<file path="src/logic/sd_reg_pkg.sv">
//////////////////////////////////////////////////
// host register map of the CMD path, 16-bit words
// response types other than R1 and R3 send no response
// status bits are plain flags, cleared on command launch
//////////////////////////////////////////////////

package sd_reg_pkg;

   typedef logic [3:0] reg_addr_t;

   //////////////////////////////////////////////////
   // register addresses
   //////////////////////////////////////////////////
   localparam reg_addr_t ADDR_ARG0   = 4'd0;   // argument bits 15:0
   localparam reg_addr_t ADDR_ARG1   = 4'd1;   // argument bits 31:16
   localparam reg_addr_t ADDR_CMD    = 4'd2;   // write starts a command
   localparam reg_addr_t ADDR_RESP0  = 4'd4;
   localparam reg_addr_t ADDR_RESP1  = 4'd5;
   localparam reg_addr_t ADDR_STATUS = 4'd6;

   // command register fields
   localparam int CMD_IDX_LSB   = 0;
   localparam int CMD_IDX_MSB   = 5;
   localparam int CMD_RTYPE_LSB = 8;
   localparam int CMD_RTYPE_MSB = 9;

   typedef enum logic [1:0] {
      RESP_NONE = 2'd0,
      RESP_R1   = 2'd1,
      RESP_R3   = 2'd2
   } resp_type_t;

   // status word bit positions
   localparam int STAT_COMPLETE  = 0;
   localparam int STAT_TIMEOUT   = 1;
   localparam int STAT_CRC_ERR   = 2;
   localparam int STAT_END_ERR   = 3;
   localparam int STAT_INDEX_ERR = 4;
   localparam int STAT_CARD_ERR  = 5;
   localparam int STAT_OCR_READY = 6;

endpackage

</file>
<file path="src/logic/sd_frame_pkg.sv">
//////////////////////////////////////////////////
// 48-bit CMD line frame format, sent MSB first
// crc7 covers the 40 leading bits, seed zero
//////////////////////////////////////////////////

package sd_frame_pkg;

   localparam int FRAME_BITS = 48;

   localparam logic [5:0] R3_INDEX = 6'h3f;   // R3 carries all ones here

   // x^7 + x^3 + 1, one bit per step
   function automatic logic [6:0] crc7(input logic [39:0] bits);
      logic [6:0] crc;
      logic       fb;
      crc = 7'd0;
      for (int i = 39; i >= 0; i--) begin
         fb     = bits[i] ^ crc[6];
         crc    = {crc[5:0], fb};
         crc[3] = crc[3] ^ fb;
      end
      return crc;
   endfunction

   //////////////////////////////////////////////////
   // payload word, R1 card status or R3 OCR
   //////////////////////////////////////////////////
   typedef struct packed {
      logic       out_of_range;
      logic       address_error;
      logic       block_len_error;
      logic       erase_seq_error;
      logic       erase_param;
      logic       wp_violation;
      logic       card_locked;
      logic       lock_unlock_failed;
      logic       com_crc_error;
      logic       illegal_command;
      logic       card_ecc_failed;
      logic       cc_error;
      logic       general_error;       // bit 19
      logic [5:0] spare_mid;           // 18:13
      logic [3:0] current_state;
      logic       ready_for_data;
      logic [7:0] spare_low;
   } r1_status_t;

   typedef struct packed {
      logic        power_up_done;      // busy bit, high when done
      logic        ccs;
      logic [5:0]  reserved;
      logic [23:0] vdd_window;
   } r3_ocr_t;

   typedef union packed {
      r1_status_t r1;
      r3_ocr_t    ocr;
   } resp_payload_u;

endpackage

</file>
<file path="src/logic/sd_reg_decode.sv">
//////////////////////////////////////////////////
// host register file, write decode and readback
// command and argument writes are dropped while busy
// readback is combinational on reg_rd_addr
//////////////////////////////////////////////////
`timescale 1ns/100ps

module sd_reg_decode (
   input  logic                   CLK,
   input  logic                   rst_n,
   input  logic                   reg_wr,
   input  sd_reg_pkg::reg_addr_t  reg_addr,
   input  logic [15:0]            reg_wr_data,
   input  sd_reg_pkg::reg_addr_t  reg_rd_addr,
   input  logic                   cmd_busy,
   input  logic [15:0]            resp0,
   input  logic [15:0]            resp1,
   input  logic [15:0]            status,
   output logic [15:0]            reg_rd_data,
   output logic                   new_cmd,
   output logic [5:0]             cmd_index,
   output logic [31:0]            cmd_arg,
   output sd_reg_pkg::resp_type_t resp_type
);
   import sd_reg_pkg::*;

   logic [15:0] arg0_q;
   logic [15:0] arg1_q;
   logic [15:0] cmd_q;
   logic        wr_ok;

   assign wr_ok = reg_wr && !cmd_busy;   // arguments stay stable during a command

   always_ff @(posedge CLK or negedge rst_n) begin
      if (!rst_n) begin
         arg0_q  <= '0;
         arg1_q  <= '0;
         cmd_q   <= '0;
         new_cmd <= 1'b0;
      end else begin
         new_cmd <= wr_ok && (reg_addr == ADDR_CMD);
         if (wr_ok && (reg_addr == ADDR_ARG0)) arg0_q <= reg_wr_data;
         if (wr_ok && (reg_addr == ADDR_ARG1)) arg1_q <= reg_wr_data;
         if (wr_ok && (reg_addr == ADDR_CMD))  cmd_q  <= reg_wr_data;
      end
   end

   assign cmd_index = cmd_q[CMD_IDX_MSB:CMD_IDX_LSB];
   assign cmd_arg   = {arg1_q, arg0_q};
   assign resp_type = resp_type_t'(cmd_q[CMD_RTYPE_MSB:CMD_RTYPE_LSB]);

   //////////////////////////////////////////////////
   // readback mux
   //////////////////////////////////////////////////
   always_comb begin
      case (reg_rd_addr)
         ADDR_ARG0:   reg_rd_data = arg0_q;
         ADDR_ARG1:   reg_rd_data = arg1_q;
         ADDR_CMD:    reg_rd_data = cmd_q;
         ADDR_RESP0:  reg_rd_data = resp0;
         ADDR_RESP1:  reg_rd_data = resp1;
         ADDR_STATUS: reg_rd_data = status;
         default:     reg_rd_data = '0;   // unmapped reads as zero
      endcase
   end

endmodule

</file>
<file path="src/logic/sd_cmd_exec.sv">
//////////////////////////////////////////////////
// CMD line engine, one line bit per CLK cycle
// needs ncr_min >= 1 and resp_timeout > ncr_min
// no R2, a response is always 48 bits
//////////////////////////////////////////////////
`timescale 1ns/100ps

module sd_cmd_exec #(
   parameter int resp_timeout = 64,
   parameter int ncr_min      = 2
) (
   input  logic                   CLK,
   input  logic                   rst_n,
   input  logic                   new_cmd,
   input  logic [5:0]             cmd_index,
   input  logic [31:0]            cmd_arg,
   input  sd_reg_pkg::resp_type_t resp_type,
   input  logic                   cmd_from_card,
   input  logic                   done_ack,
   output logic                   cmd_to_card,
   output logic                   cmd_to_card_oe,
   output logic                   cmd_busy,
   output logic                   resp_valid,
   output logic [47:0]            resp_frame,
   output logic                   resp_timeout_hit,
   output sd_reg_pkg::resp_type_t resp_type_q,
   output logic [5:0]             exp_index
);
   import sd_reg_pkg::*;
   import sd_frame_pkg::*;

   localparam int CNT_W = $clog2(resp_timeout + FRAME_BITS);

   typedef enum logic [1:0] {ST_IDLE, ST_SEND, ST_WAIT, ST_RECV} state_t;

   state_t                state;
   logic [CNT_W-1:0]      cnt;      // bit count in send/recv, idle count in wait
   logic                  busy_q;
   logic [FRAME_BITS-1:0] tx_sr;
   logic [FRAME_BITS-1:0] rx_sr;
   logic [39:0]           frame_head;
   logic                  launch;
   logic                  expect_resp;
   logic                  start_ok;

   assign launch      = new_cmd && (state == ST_IDLE);
   assign frame_head  = {2'b01, cmd_index, cmd_arg};   // start, direction, index, arg
   assign expect_resp = (resp_type_q == RESP_R1) || (resp_type_q == RESP_R3);
   assign start_ok    = (cnt >= CNT_W'(ncr_min)) && !cmd_from_card;

   assign cmd_to_card_oe = (state == ST_SEND);
   assign cmd_to_card    = cmd_to_card_oe ? tx_sr[FRAME_BITS-1] : 1'b1;   // idles high
   assign cmd_busy       = busy_q || new_cmd;
   assign resp_frame     = rx_sr;

   //////////////////////////////////////////////////
   // control FSM
   //////////////////////////////////////////////////
   always_ff @(posedge CLK or negedge rst_n) begin
      if (!rst_n) begin
         state            <= ST_IDLE;
         cnt              <= '0;
         busy_q           <= 1'b0;
         resp_valid       <= 1'b0;
         resp_timeout_hit <= 1'b0;
         resp_type_q      <= RESP_NONE;
         exp_index        <= '0;
      end else begin
         resp_valid       <= 1'b0;
         resp_timeout_hit <= 1'b0;
         if (done_ack) busy_q <= 1'b0;

         case (state)
            ST_IDLE: begin
               if (launch) begin
                  state       <= ST_SEND;
                  cnt         <= '0;
                  busy_q      <= 1'b1;
                  resp_type_q <= resp_type;
                  exp_index   <= cmd_index;
               end
            end
            ST_SEND: begin
               if (cnt == CNT_W'(FRAME_BITS - 1)) begin
                  state <= ST_WAIT;   // end bit is on the line now
                  cnt   <= '0;
               end else begin
                  cnt <= cnt + 1'b1;
               end
            end
            ST_WAIT: begin
               cnt <= cnt + 1'b1;
               if (!expect_resp) begin
                  if (cnt == CNT_W'(ncr_min - 1)) begin
                     resp_valid <= 1'b1;   // no response, zero frame
                     state      <= ST_IDLE;
                  end
               end else if (start_ok) begin
                  state <= ST_RECV;
                  cnt   <= CNT_W'(1);   // start bit already taken
               end else if (cnt == CNT_W'(resp_timeout - 1)) begin
                  resp_timeout_hit <= 1'b1;
                  state            <= ST_IDLE;
               end
            end
            ST_RECV: begin
               if (cnt == CNT_W'(FRAME_BITS - 1)) begin
                  resp_valid <= 1'b1;
                  state      <= ST_IDLE;
               end else begin
                  cnt <= cnt + 1'b1;
               end
            end
            default: state <= ST_IDLE;
         endcase
      end
   end

   //////////////////////////////////////////////////
   // shift registers
   //////////////////////////////////////////////////
   always_ff @(posedge CLK) begin
      if (launch)
         tx_sr <= {frame_head, crc7(frame_head), 1'b1};
      else if (state == ST_SEND)
         tx_sr <= {tx_sr[FRAME_BITS-2:0], 1'b1};

      if (state == ST_WAIT)
         rx_sr <= '0;   // start bit is a zero too
      else if (state == ST_RECV)
         rx_sr <= {rx_sr[FRAME_BITS-2:0], cmd_from_card};
   end

endmodule

</file>
<file path="src/logic/sd_resp_result.sv">
//////////////////////////////////////////////////
// response checks and result registers
// R3 skips the CRC check, R1 checks CRC and index
// status is replaced on completion, cleared on launch
//////////////////////////////////////////////////
`timescale 1ns/100ps

module sd_resp_result (
   input  logic                   CLK,
   input  logic                   rst_n,
   input  logic                   resp_valid,
   input  logic [47:0]            resp_frame,
   input  logic                   resp_timeout_hit,
   input  sd_reg_pkg::resp_type_t resp_type_q,
   input  logic [5:0]             exp_index,
   input  logic                   new_cmd,
   output logic [15:0]            resp0,
   output logic [15:0]            resp1,
   output logic [15:0]            status,
   output logic                   cmd_done,
   output logic                   done_ack
);
   import sd_reg_pkg::*;
   import sd_frame_pkg::*;

   resp_payload_u payload;
   logic [15:0]   stat_next;
   logic          card_err;

   assign payload = resp_frame[39:8];

   // any of the thirteen R1 error flags
   assign card_err = payload.r1.out_of_range    | payload.r1.address_error
                   | payload.r1.block_len_error | payload.r1.erase_seq_error
                   | payload.r1.erase_param     | payload.r1.wp_violation
                   | payload.r1.card_locked     | payload.r1.lock_unlock_failed
                   | payload.r1.com_crc_error   | payload.r1.illegal_command
                   | payload.r1.card_ecc_failed | payload.r1.cc_error
                   | payload.r1.general_error;

   //////////////////////////////////////////////////
   // status word for a received frame
   //////////////////////////////////////////////////
   always_comb begin
      stat_next = '0;
      stat_next[STAT_COMPLETE] = 1'b1;
      case (resp_type_q)
         RESP_R1: begin
            stat_next[STAT_CRC_ERR]   = crc7(resp_frame[47:8]) != resp_frame[7:1];
            stat_next[STAT_INDEX_ERR] = resp_frame[45:40] != exp_index;
            stat_next[STAT_END_ERR]   = !resp_frame[0];
            stat_next[STAT_CARD_ERR]  = card_err;
         end
         RESP_R3: begin
            stat_next[STAT_INDEX_ERR] = resp_frame[45:40] != R3_INDEX;   // crc field ignored
            stat_next[STAT_END_ERR]   = !resp_frame[0];
            stat_next[STAT_OCR_READY] = payload.ocr.power_up_done;
         end
         default: ;   // completion only
      endcase
   end

   always_ff @(posedge CLK or negedge rst_n) begin
      if (!rst_n) begin
         resp0    <= '0;
         resp1    <= '0;
         status   <= '0;
         cmd_done <= 1'b0;
      end else begin
         cmd_done <= resp_valid || resp_timeout_hit;
         if (new_cmd) begin
            status <= '0;
         end else if (resp_timeout_hit) begin
            status <= 16'(1 << STAT_TIMEOUT) | 16'(1 << STAT_COMPLETE);
         end else if (resp_valid) begin
            status <= stat_next;
            if ((resp_type_q == RESP_R1) || (resp_type_q == RESP_R3)) begin
               resp0 <= payload[15:0];
               resp1 <= payload[31:16];
            end
         end
      end
   end

   assign done_ack = cmd_done;   // releases busy in the execute block

endmodule

</file>
<file path="src/logic/sd_cmd_host.sv">
//////////////////////////////////////////////////
// SD host CMD path, single clock domain
// one CMD line bit per CLK, host polls cmd_busy
//////////////////////////////////////////////////
`timescale 1ns/100ps

module sd_cmd_host #(
   parameter int resp_timeout = 64,
   parameter int ncr_min      = 2
) (
   input  logic                  CLK,
   input  logic                  rst_n,
   input  logic                  reg_wr,
   input  sd_reg_pkg::reg_addr_t reg_addr,
   input  logic [15:0]           reg_wr_data,
   input  sd_reg_pkg::reg_addr_t reg_rd_addr,
   output logic [15:0]           reg_rd_data,
   output logic                  cmd_to_card,
   output logic                  cmd_to_card_oe,
   input  logic                  cmd_from_card,
   output logic                  cmd_busy,
   output logic                  cmd_done
);
   import sd_reg_pkg::*;

   logic        new_cmd;
   logic [5:0]  cmd_index;
   logic [31:0] cmd_arg;
   resp_type_t  resp_type;
   logic        resp_valid;
   logic [47:0] resp_frame;
   logic        resp_timeout_hit;
   resp_type_t  resp_type_q;
   logic [5:0]  exp_index;
   logic        done_ack;
   logic [15:0] resp0;
   logic [15:0] resp1;
   logic [15:0] status;

   sd_reg_decode u_decode (
      .CLK(CLK), .rst_n(rst_n),
      .reg_wr(reg_wr), .reg_addr(reg_addr), .reg_wr_data(reg_wr_data),
      .reg_rd_addr(reg_rd_addr), .cmd_busy(cmd_busy),
      .resp0(resp0), .resp1(resp1), .status(status),
      .reg_rd_data(reg_rd_data), .new_cmd(new_cmd),
      .cmd_index(cmd_index), .cmd_arg(cmd_arg), .resp_type(resp_type)
   );

   sd_cmd_exec #(.resp_timeout(resp_timeout), .ncr_min(ncr_min)) u_exec (
      .CLK(CLK), .rst_n(rst_n),
      .new_cmd(new_cmd), .cmd_index(cmd_index), .cmd_arg(cmd_arg),
      .resp_type(resp_type), .cmd_from_card(cmd_from_card), .done_ack(done_ack),
      .cmd_to_card(cmd_to_card), .cmd_to_card_oe(cmd_to_card_oe), .cmd_busy(cmd_busy),
      .resp_valid(resp_valid), .resp_frame(resp_frame),
      .resp_timeout_hit(resp_timeout_hit), .resp_type_q(resp_type_q),
      .exp_index(exp_index)
   );

   sd_resp_result u_result (
      .CLK(CLK), .rst_n(rst_n),
      .resp_valid(resp_valid), .resp_frame(resp_frame),
      .resp_timeout_hit(resp_timeout_hit), .resp_type_q(resp_type_q),
      .exp_index(exp_index), .new_cmd(new_cmd),
      .resp0(resp0), .resp1(resp1), .status(status),
      .cmd_done(cmd_done), .done_ack(done_ack)
   );

endmodule

</file>
<file path="config.mk">
export PLATFORM = sky130hd
export DESIGN_NAME = sd_cmd_host
export DESIGN_NICKNAME = d
export VERILOG_FILES = /design/src/logic/sd_reg_pkg.sv /design/src/logic/sd_frame_pkg.sv /design/src/logic/sd_reg_decode.sv /design/src/logic/sd_cmd_exec.sv /design/src/logic/sd_resp_result.sv /design/src/logic/sd_cmd_host.sv
export SDC_FILE = /design/constraint.sdc
export NUM_CORES = 1
export LEC_CHECK = 0
export BUFFER_PORTS_ARGS = -buffer_cell sky130_fd_sc_hd__buf_2
export CELL_PAD_IN_SITES_DETAIL_PLACEMENT = 1
export CELL_PAD_IN_SITES_GLOBAL_PLACEMENT = 1
export CORE_MARGIN = 4
export CORE_UTILIZATION = 50
export CTS_BUF_LIST = sky130_fd_sc_hd__clkbuf_8
export DETAILED_ROUTE_END_ITERATION = 16
export HOLD_SLACK_MARGIN = 0.06
export PLACE_DENSITY = 0.93
export SLEW_MARGIN = 20
export SYNTH_ARGS = -nofsm -noshare
export SYNTH_HDL_FRONTEND = slang
export SYNTH_SLANG_ARGS = --single-unit
</file>
<file path="constraint.sdc">
create_clock -name CLK -period 3.7 [get_ports CLK]
set_input_delay 0.925 -clock CLK [delete_from_list [all_inputs] [get_ports CLK]]
set_output_delay 0.925 -clock CLK [all_outputs]
set_load 0.01 [all_outputs]
</file>
==> results.md <==
Logic synthesis:
- In this run the cell area of the synthesized design comes to 0.01024 mm2.
- After synthesis, the cell types taking the most area are dfrtp_1 27%, edfxtp_1 13%, dfxtp_1 9.8%.
- Sequential cells were found to cover 49.62% of the synthesized design area.
- The number of register bits inferred by synthesis is 204.
- The proportion of register bits with asynchronous set or reset after synthesis is 53.43%.
- The count of different cell masters after synthesis is 54.
- The post-synthesis net count is 1031.
- The post-synthesis area per instance is 10.26 um2.
- The Yosys step of the flow raised 0 warnings.
- The leading area contributor after synthesis is dfrtp_1.
- The area share of the largest cell type after synthesis is 26.64%.
- Synthesis handed over a netlist of 998 instances.
- The dominant synthesized flop cell is dfrtp_1.
- Yosys mapped a number of flops with a built-in enable equal to 45.

Critical path:
- The signal arrival time at the worst endpoint is 2.33 ns.
- The worst setup path is of the in2out kind.
- The critical path endpoint category is a primary output.
- The worst setup path is launched from an input pin.
- In this run the worst path has a maximum fanout of 7.
- In this design, the stage delay of the slowest critical-path cell is 0.53 ns.
- The worst register-to-register path begins at u_decode.cmd_q[4].
- On the critical path, the stage with the largest delay is an instance of nor2_1.
- The origin of the worst setup path is reg_rd_addr[3].
- In this design, the largest share of critical-path delay is due to simple AND/OR/NAND/NOR gates.
- The critical path required time is 2.77 ns.
- The critical path contains buffers and inverters numbering 2 combined.
- The signal on the critical path passes through buf_2, nand2b_1, nor2_1, a22oi_1, nand3_1, buf_2.
- The most repeated library cell on the critical path is buf_2.

Clock tree:
- The buffers inserted during post-CTS setup optimization is 0.
- The cts-stage hold buffer count is 0.
- The root buffer cell chosen for the clock tree is clkbuf_8.
- TritonCTS created 35 clock buffers.
- The clock network latency to the later pin of the worst-skew pair is 0.55 ns.
- In this run, post-CTS repair resized a total of 0 instances.
- The register clock-pin slew on the reported worst setup and hold paths is 0.06 ns.
- The H-tree was split into 2 levels.
- The clock tree from TritonCTS is done.
- The clock passes through at most 3 buffers.
- The number of sinks driven by the clock tree is 204.

STA:
- The count of final hold-check violations is 0.
- The shortest period the worst path allows is 3.257 ns.
- The final max-slew violation count was 0.
- The transition at the pin with the smallest max-transition slack is 0.9071 ns.
- The max-slew headroom at the worst pin is 39.38%.
- Setup repair after global routing left no endpoint under its margin.
- Adding up every negative setup slack in the final design gives 0 ns.
- The clock tree skew after final layout is 0.03336 ns.
- Dividing the final minimum period by the clock period gives 88.03%.
- The worst hold margin is 0.4393 ns.
- Setup violations remaining at the end of the flow were counted as 0.
- After layout, the worst setup slack is 0.4429 ns.
- Derived from the worst setup path, the maximum achievable clock frequency is 307.0 MHz.

Place:
- Port buffering added 47 buffers.
- At the placement stage, the worst setup path has a slack of 0.5501 ns.
- The HPWL after detailed placement is 22640 um.
- At the end of routability-driven placement, the weighted congestion stood at 0.9387.

Finish:
- The area taken by flip-flops and latches is 0.005082 mm2.
- The leading cell type in the layout, fill and taps excluded is nand2_1.
- Compared with the post-synthesis result, the final layout area differs by 12.31%.
- The area of the multi-input gates is 0.004791 mm2.
- The layout cell share with drive strength beyond 1 is 18.74%.
- The final layout contains 1084 nets.
- The top cell types in the final layout, fill and taps aside, are 202 x nand2_1, 107 x dfrtp_1, 85 x xnor2_1, 73 x inv_1, 67 x nand3_1.
- The filler cells instantiated in the layout total 2202.

Flow run:
- The total of max-cap violations is 0.

Die:
- 48 I/O pins were placed.
- The initial standard-cell utilization of the core is 50.76%.
- The area of the die is 0.02283 mm2.
- The die width is 151.1 um.
- The core footprint is 0.02017 mm2.
- The floorplan step set the die height to 151.1 um.
- The number of standard-cell rows in the floorplan is 52.

Global route:
- The number of antenna violations at the first check in global routing is 0.
- The via count of the first global-routing pass is 8717.
- The global-route usage over all layers is 29.38%.
- Entering global routing, the biggest net connects 83 pins.
- The first global-routing pass estimated 50890 um of wire.
- The remaining global-route overflow is 0.

Routing:
- The routed length per instance is 24.29 um.
- Once detail routing completed, the nets flagged for antenna violations numbered 0.
- Before antenna repair, the detailed router went through 5 iterations.
- After detailed routing, the number of remaining DRC violations is 0.
- For this block, the via count after detailed routing is 8074.
- Using the TritonRoute via totals, the vias-per-cell ratio works out to 5.985.
- For this block, the routed nets add up to 32770 um of wire.
- After the first detailed-routing iteration, the DRC count stood at 758.

Power:
- Across the VDD grid, the largest voltage drop is 0.6083 mV.
- The power density relative to cell area is 707.1 mW/mm2.
- Summed over all cells, the static leakage comes to 5.124 nW.

Hold path:
- The worst hold path belongs to the class in2async.

Status:
- The flow ran to the end, and the final reports show no timing, DRC or antenna violations.
## logic make-up (layout without fill, tap and decap cells)
group                      after synthesis  in the layout  synth area share (%)
adders and majority gates                5              5                0.6110
buffers and inverters                  105            185                 3.984
muxes                                   70             70                 7.638
and+or+nand+nor                        340            340                 14.53
other                                    0              1                     0
DFF                                    204            204                 49.62
AOI/OAI and AO/OA                      131            131                 7.943
xor gates and xnor gates               143            143                 15.68
## registers in the layout, summed over array words and instances (netlist names)
register                 cells
u_exec.resp_frame           48
u_exec.tx_sr                47
u_decode.arg0_q             16
u_decode.arg1_q             16
u_decode.cmd_q              16
u_result.resp0              16
u_result.resp1              16
u_exec.cnt                   7
u_result.status              7
u_exec.exp_index             6
u_exec.resp_type_q           2
u_exec.state                 2
u_decode.new_cmd             1
u_exec.busy_q                1
u_exec.resp_timeout_hit      1
u_exec.resp_valid            1
u_result.cmd_done            1
## cells in the mapped netlist, drive strengths merged (4+ instances only)
| cell type | n |
|---|---|
| nand2 | 202 |
| dfrtp | 109 |
| xnor2 | 92 |
| nand3 | 67 |
| mux2 | 65 |
| o21ai | 61 |
| inv | 55 |
| dfxtp | 50 |
| edfxtp | 45 |
| clkbuf | 42 |
| a22oi | 38 |
| xor2 | 30 |
| xnor3 | 21 |
| nor2 | 17 |
| nor3 | 17 |
| a21oi | 13 |
| nand4 | 8 |
| buf | 7 |
| ha | 5 |
| mux2i | 5 |
| nand2b | 5 |
| and3 | 4 |
| nor4 | 4 |
| or2 | 4 |
## path summary, 6_finish.rpt
kind / to / slack, ns / cells past startpoint
setup / recovery: reg_rd_data[0] / 0.44 / 6
hold / removal: u_exec.cnt[2] / 0.44 / 1
setup reg to reg: u_exec.tx_sr[2] / 0.51 / 8
hold reg to reg: u_exec.busy_q / 0.47 / 1
max in group asynchronous: u_decode.cmd_q[0] / 2.46 / 2
min in group CLK: u_exec.busy_q / 0.47 / 1
## metal layers
metal / up-vias / track usage, % / share of wire (%)
met5: - / 0 / 0
met4: 0 / 14.32 / 5.5
met3: 150 / 6.732 / 7.6
met2: 384 / 49.16 / 49
met1: 4039 / 35.86 / 38
li1: 3501 / - / -
## final cells by class
cell class,instances,area share (%)
flip-flops and latches,204,44.20
well taps,270,2.938
repair buffers,65,3.351
inverters,56,1.828
diodes,1,0.02176
clock buffers,44,5.267
clock inverters,20,0.7291
multi-input cells,689,41.66
## report_power, final
group	internal (mW)	switching, mW	leakage (nW)
clock network	1.07	0.938	0.417
logic	1.60	1.72	2.45
registers	2.52	0.292	2.26
## metrics by stage
| stage | instance area, um2 | utilization [%] | instances | total power [mW] |
|---|---|---|---|---|
| 2_1_floorplan | 10240 | - | 998 | 5.333 |
| 3_3_place_gp | 10810 | 53.58 | 1284 | 5.784 |
| 3_5_place_dp | 10810 | 53.58 | 1284 | 6.073 |
| 4_1_cts | 11500 | 57.00 | 1348 | 8.146 |
| 5_1_grt | 11500 | 57.00 | 1348 | 8.523 |
| 6_report | 11500 | 57.01 | 1349 | 8.131 |
Power figures use the tool's default switching activity.
